==> src/design/dbg_bus_pkg.sv <==
`default_nettype none

package dbg_bus_pkg;

	// ##################################################
	// Bus geometry
	// ##################################################

	localparam int BUS_DW = 64;
	localparam int BUS_AW = 32;
	localparam int BUS_BE = BUS_DW / 8;

	// ##################################################
	// LINT request and response
	// ##################################################

	typedef struct packed {
		logic              req;
		logic              wen;   // Low for a write
		logic [BUS_AW-1:0] add;
		logic [BUS_DW-1:0] wdata;
		logic [BUS_BE-1:0] be;
	} lint_req_t;

	typedef struct packed {
		logic              gnt;
		logic              r_valid;
		logic [BUS_DW-1:0] r_rdata;
		logic              r_err;
	} lint_rsp_t;

endpackage

`default_nettype wire

==> src/design/dbg_cmd_pkg.sv <==
`default_nettype none

package dbg_cmd_pkg;

	// Access size codes from the debug unit
	typedef logic [3:0] dbg_size_t;

	localparam dbg_size_t SIZE_1 = 4'h1;
	localparam dbg_size_t SIZE_2 = 4'h2;
	localparam dbg_size_t SIZE_4 = 4'h4;
	localparam dbg_size_t SIZE_8 = 4'h8; // Also used for any illegal code

	// One accepted command with its data already on the byte lanes
	typedef struct packed {
		logic        wr;
		logic [63:0] wdata;
		logic [7:0]  be;
		logic [31:0] addr;
	} dbg_cmd_t;

	// Completed access with the read data right aligned
	typedef struct packed {
		logic [63:0] rdata;
		logic        err;
	} dbg_rsp_t;

endpackage

`default_nettype wire
==> src/design/lint_master.sv <==
`timescale 1ns/1ps
`default_nettype none

module lint_master (
	input  logic                   clk_i,
	input  logic                   rstn_i,
	input  logic                   start_i,
	input  dbg_cmd_pkg::dbg_cmd_t  cmd_i,
	output dbg_bus_pkg::lint_req_t bus_req_o,
	input  dbg_bus_pkg::lint_rsp_t bus_rsp_i,
	output dbg_cmd_pkg::dbg_rsp_t  rsp_o,
	output logic                   done_tgl_o
);
	import dbg_bus_pkg::*;

	localparam int LANE_W = $clog2(BUS_BE);

	typedef enum logic [1:0] {
		ST_IDLE,
		ST_REQ,
		ST_WAIT
	} state_t;

	state_t              state_q;
	logic                req;
	logic [LANE_W-1:0]   lo_lane;
	logic [LANE_W:0]     n_lanes;
	logic [BUS_DW-1:0]   shifted;
	logic [BUS_DW-1:0]   aligned;

	// ##################################################
	// Bus request
	// ##################################################

	assign req = (state_q == ST_REQ);

	always_comb begin
		bus_req_o.req   = req;
		bus_req_o.wen   = ~(req & cmd_i.wr);
		bus_req_o.add   = cmd_i.addr;
		bus_req_o.wdata = cmd_i.wdata;
		bus_req_o.be    = cmd_i.be;
	end

	// ##################################################
	// Read data realignment
	// ##################################################

	always_comb begin
		lo_lane = '0;
		n_lanes = '0;
		for (int i = BUS_BE - 1; i >= 0; i--) begin
			if (cmd_i.be[i]) begin
				lo_lane = LANE_W'(i);
			end
			n_lanes = n_lanes + (LANE_W + 1)'(cmd_i.be[i]);
		end
	end

	assign shifted = bus_rsp_i.r_rdata >> {lo_lane, 3'b000};

	always_comb begin
		for (int i = 0; i < BUS_BE; i++) begin
			aligned[8*i +: 8] = (i < n_lanes) ? shifted[8*i +: 8] : 8'h00;
		end
	end

	// ##################################################
	// FSM
	// ##################################################

	always_ff @(posedge clk_i or negedge rstn_i) begin
		if (!rstn_i) begin
			state_q    <= ST_IDLE;
			done_tgl_o <= 1'b0;
		end else begin
			case (state_q)
				ST_IDLE: if (start_i) state_q <= ST_REQ;
				ST_REQ:  if (bus_rsp_i.gnt) state_q <= ST_WAIT;
				ST_WAIT: begin
					if (bus_rsp_i.r_valid) begin
						state_q    <= ST_IDLE;
						done_tgl_o <= ~done_tgl_o; // Response back to tck side
					end
				end
				default: state_q <= ST_IDLE;
			endcase
		end
	end

	always_ff @(posedge clk_i) begin
		if (state_q == ST_WAIT && bus_rsp_i.r_valid) begin
			rsp_o.rdata <= aligned;
			rsp_o.err   <= bus_rsp_i.r_err;
		end
	end

endmodule

`default_nettype wire

==> config.mk <==
export PLATFORM = sky130hd
export DESIGN_NAME = lint_master
export DESIGN_NICKNAME = d
export VERILOG_FILES = /design/src/design/dbg_bus_pkg.sv /design/src/design/dbg_cmd_pkg.sv /design/src/design/lint_master.sv
export SDC_FILE = /design/constraint.sdc
export NUM_CORES = 1
export LEC_CHECK = 0
export ABC_CLOCK_PERIOD_IN_PS = 5000
export BUFFER_PORTS_ARGS = -buffer_cell sky130_fd_sc_hd__buf_4
export CAP_MARGIN = 20
export CORE_AREA = 5 5 132 134
export CTS_CLUSTER_DIAMETER = 50
export CTS_CLUSTER_SIZE = 20
export DETAILED_ROUTE_END_ITERATION = 10
export DIE_AREA = 0 0 137 139
export GPL_ROUTABILITY_DRIVEN = 0
export PLACE_DENSITY = 0.66
export SETUP_SLACK_MARGIN = 0.5
export SYNTH_ARGS = -nofsm -noshare
export SYNTH_HDL_FRONTEND = slang
export SYNTH_SLANG_ARGS = --single-unit
==> constraint.sdc <==
create_clock -name clk_i -period 5 [get_ports clk_i]
set_input_delay 0.75 -clock clk_i [delete_from_list [all_inputs] [get_ports clk_i]]
set_output_delay 0.75 -clock clk_i [all_outputs]
set_load 0.02 [all_outputs]
==> flow_summary.ini <==
[synth]
seq_area_frac_synth_pct = 37.9
synthArstFlopShare_pct = 4.41
synthTopCellsByArea = edfxtp_1, buf_4, o221ai_1
yosysWarnings = 0
synth_top_area_share_pct = 36.5
syn_inst = 521
synth_area_um2 = 5340
synthMostInstantiatedCell = buf_4
avgSynthCellArea_um2 = 10.3
yosys.area.top_type = edfxtp_1
synth-seq-cells = 68
ys_types = 51
yosys-top-cells-count = buf_4, edfxtp_1, nor2b_1
synth_fp_nets = 703
synth_edf_count = 65
ys.flop_type = edfxtp_1

[run]
max_cap_violations = 0

[layout]
diodes = 0
post_layout_nonfiller_instances = 783
syn2layout_area_growth_pct = 16.3
final_cell_area_um2 = 6210
nets = 740
drive_gt1_share_pct = 37.8

[grt]
antenna_found_initial = 0
grt_max_degree = 82
track_usage_pct = 21.5
grt_pass1_wl_mm = 29.9
overflow = 0
grt_pass1_vias = 4271

[critical_path]
cpPeakStageDelay_ns = 0.58
cp.arrival_ns = 4.37
crit_buf_inv = 3
path_max_fanout = 31
cp-start-kind = primary input
worst_path_dominant_cell_family = adder cells
crit_type = primary input to flip-flop
cpMaxStageDelayCell = fa_1
crit_chain = buf_4 -> fa_1 -> inv_1 -> fa_1 -> fa_1 -> inv_1 -> ha_1 -> fa_1 -> or2_2 -> o21ai_2 -> nand2_1 -> nand2_1 -> o22ai_1
cp.required_ns = 5.07
crit_path_frequent_cell = fa_1
crit_path_end_kind = flip-flop

[floorplanning]
core_area_um2 = 16200
start_util_pct = 33.0
fp.dieW_um = 137
die_area_um2 = 19000
num_io_pins = 347
rows = 47
die_y_um = 139

[place]
post_dp_cell_area_um2 = 5860
dp_hpwl_mm = 17.5
port_buffers = 154
dp.cells = 767

[clocking]
cts_buffer_depth = 2
cts.sinks = 68
h-tree-depth = 3
cts_tree = yes
numCtsBuffers = 9
clock_latency_ns = 0.34
cts_hold_buffers = 0
path_clk_slew_ns = 0.06
root_buffer = clkbuf_16
post_cts_buffers = 0

[sta]
tightest_slew_ns = 1.06
fin_skew_ns = 0.00368
min_period_over_period_pct = 86.0
slew_violations = 0
hold_violations = 0
relSlewSlack_pct = 29.2
grt_setup_unrepaired = false
setup_viol = 0
setup_tns_ns = 0
fmax_mhz = 233
period_needed_ns = 4.30

[hold_path]
hold_path.class = primary input to async pin

[route]
drt_iter0_drc = 405
wl_per_cell_um = 27.5
ant_nets = 0
first_pass_iters = 7
drt_wl_total_mm = 21.5
route.detailed.drc = 0
via_per_inst = 5.54
vias = 4338

[power]
powerDensity_nw_per_um2 = 362
leakage_uw = 0.00237
ir_worst_vdd_mv = 0.161

[run_status]
status = completed
## cells by family (layout without fill, tap and decap cells)
| kind of cell | after synthesis | in the layout | share of synthesized area, % |
|---|---|---|---|
| AND/OR/NAND/NOR | 135 | 135 | 13.9 |
| adder cells (fa/ha/maj) | 7 | 7 | 2.20 |
| multiplexers | 25 | 25 | 4.89 |
| XOR/XNOR | 1 | 1 | 0.164 |
| buffers and inverters | 149 | 191 | 19.3 |
| flip-flops | 68 | 68 | 37.9 |
| AO/OA/AOI/OAI | 136 | 136 | 21.6 |
## stage by stage
stage | util [%] | hold WS [ns] | power (uW) | setup WS, ns
finish | 38.4 | 0.190 | 2250 | 0.699
global route | 38.4 | 0.184 | 2340 | 0.526
CTS | 38.4 | 0.180 | 2250 | 0.618
detailed placement | 36.2 | 0.459 | 1500 | 0.262
global placement | 36.2 | 0.439 | 1490 | 0.410
floorplan | - | 0.427 | 1360 | 0.860
## placed cells by master, fill, tap and decap left out, drive strengths merged, types with 8 or more instances in the layout
cell / count
o221ai: 40
mux2: 9
nand2: 31
nor2b: 35
edfxtp: 65
buf: 161
and2: 8
nand2b: 14
or2: 8
o22ai: 24
inv: 13
o21ai: 11
o2bb2ai: 8
mux2i: 16
clkbuf: 10
nor2: 32
a211oi: 33
## path summary, 6_finish.rpt
check | start | cells after the start | slack [ns] | end
max in group asynchronous | rstn_i | 1 | 4.72 | state_q[1]
worst max-delay path | cmd_i[32] | 13 | 0.70 | rsp_o[7]
worst max register to register | state_q[0] | 3 | 2.76 | rsp_o[62]
worst min-delay path | rstn_i | 1 | 0.19 | done_tgl_o
worst min register to register | state_q[1] | 1 | 0.47 | state_q[0]
min in group clk_i | state_q[1] | 1 | 0.47 | state_q[0]
## repair_timing
item	4_1_cts	5_1_grt
gates resized for setup	0	1
endpoints found under the hold margin	0	0
endpoints found under the setup margin	0	8
## flip-flops by register name (all words and copies together), names as in the netlist
name / flops
rsp_o: 65
state_q: 2
done_tgl_o: 1
## per-layer routing
layer  part of all wire (%)  global-route usage, %  up-vias
met3                     17                   14.3       27
met2                     54                   40.5      352
met1                     27                   18.7     2043
met4                    1.4                   4.31        0
met5                      0                      0        -
li1                       -                      -     1916
## area by class of cell
| type | instances | area (um2) |
|---|---|---|
| clock inverter | 6 | 111 |
| tap | 220 | 275 |
| timing repair buffer | 161 | 1210 |
| fill | 1566 | 9960 |
| multi-input combinational | 304 | 2300 |
| sequential | 68 | 2030 |
| inverter | 14 | 52.6 |
| clock buffer | 10 | 239 |
## power breakdown
group / total (uW) / internal [uW] / switching (uW)
registers: 742 / 720 / 21.7
logic: 757 / 298 / 459
clock network: 750 / 500 / 249
total: 2250 / 1520 / 730
Power figures use the tool's default switching activity.
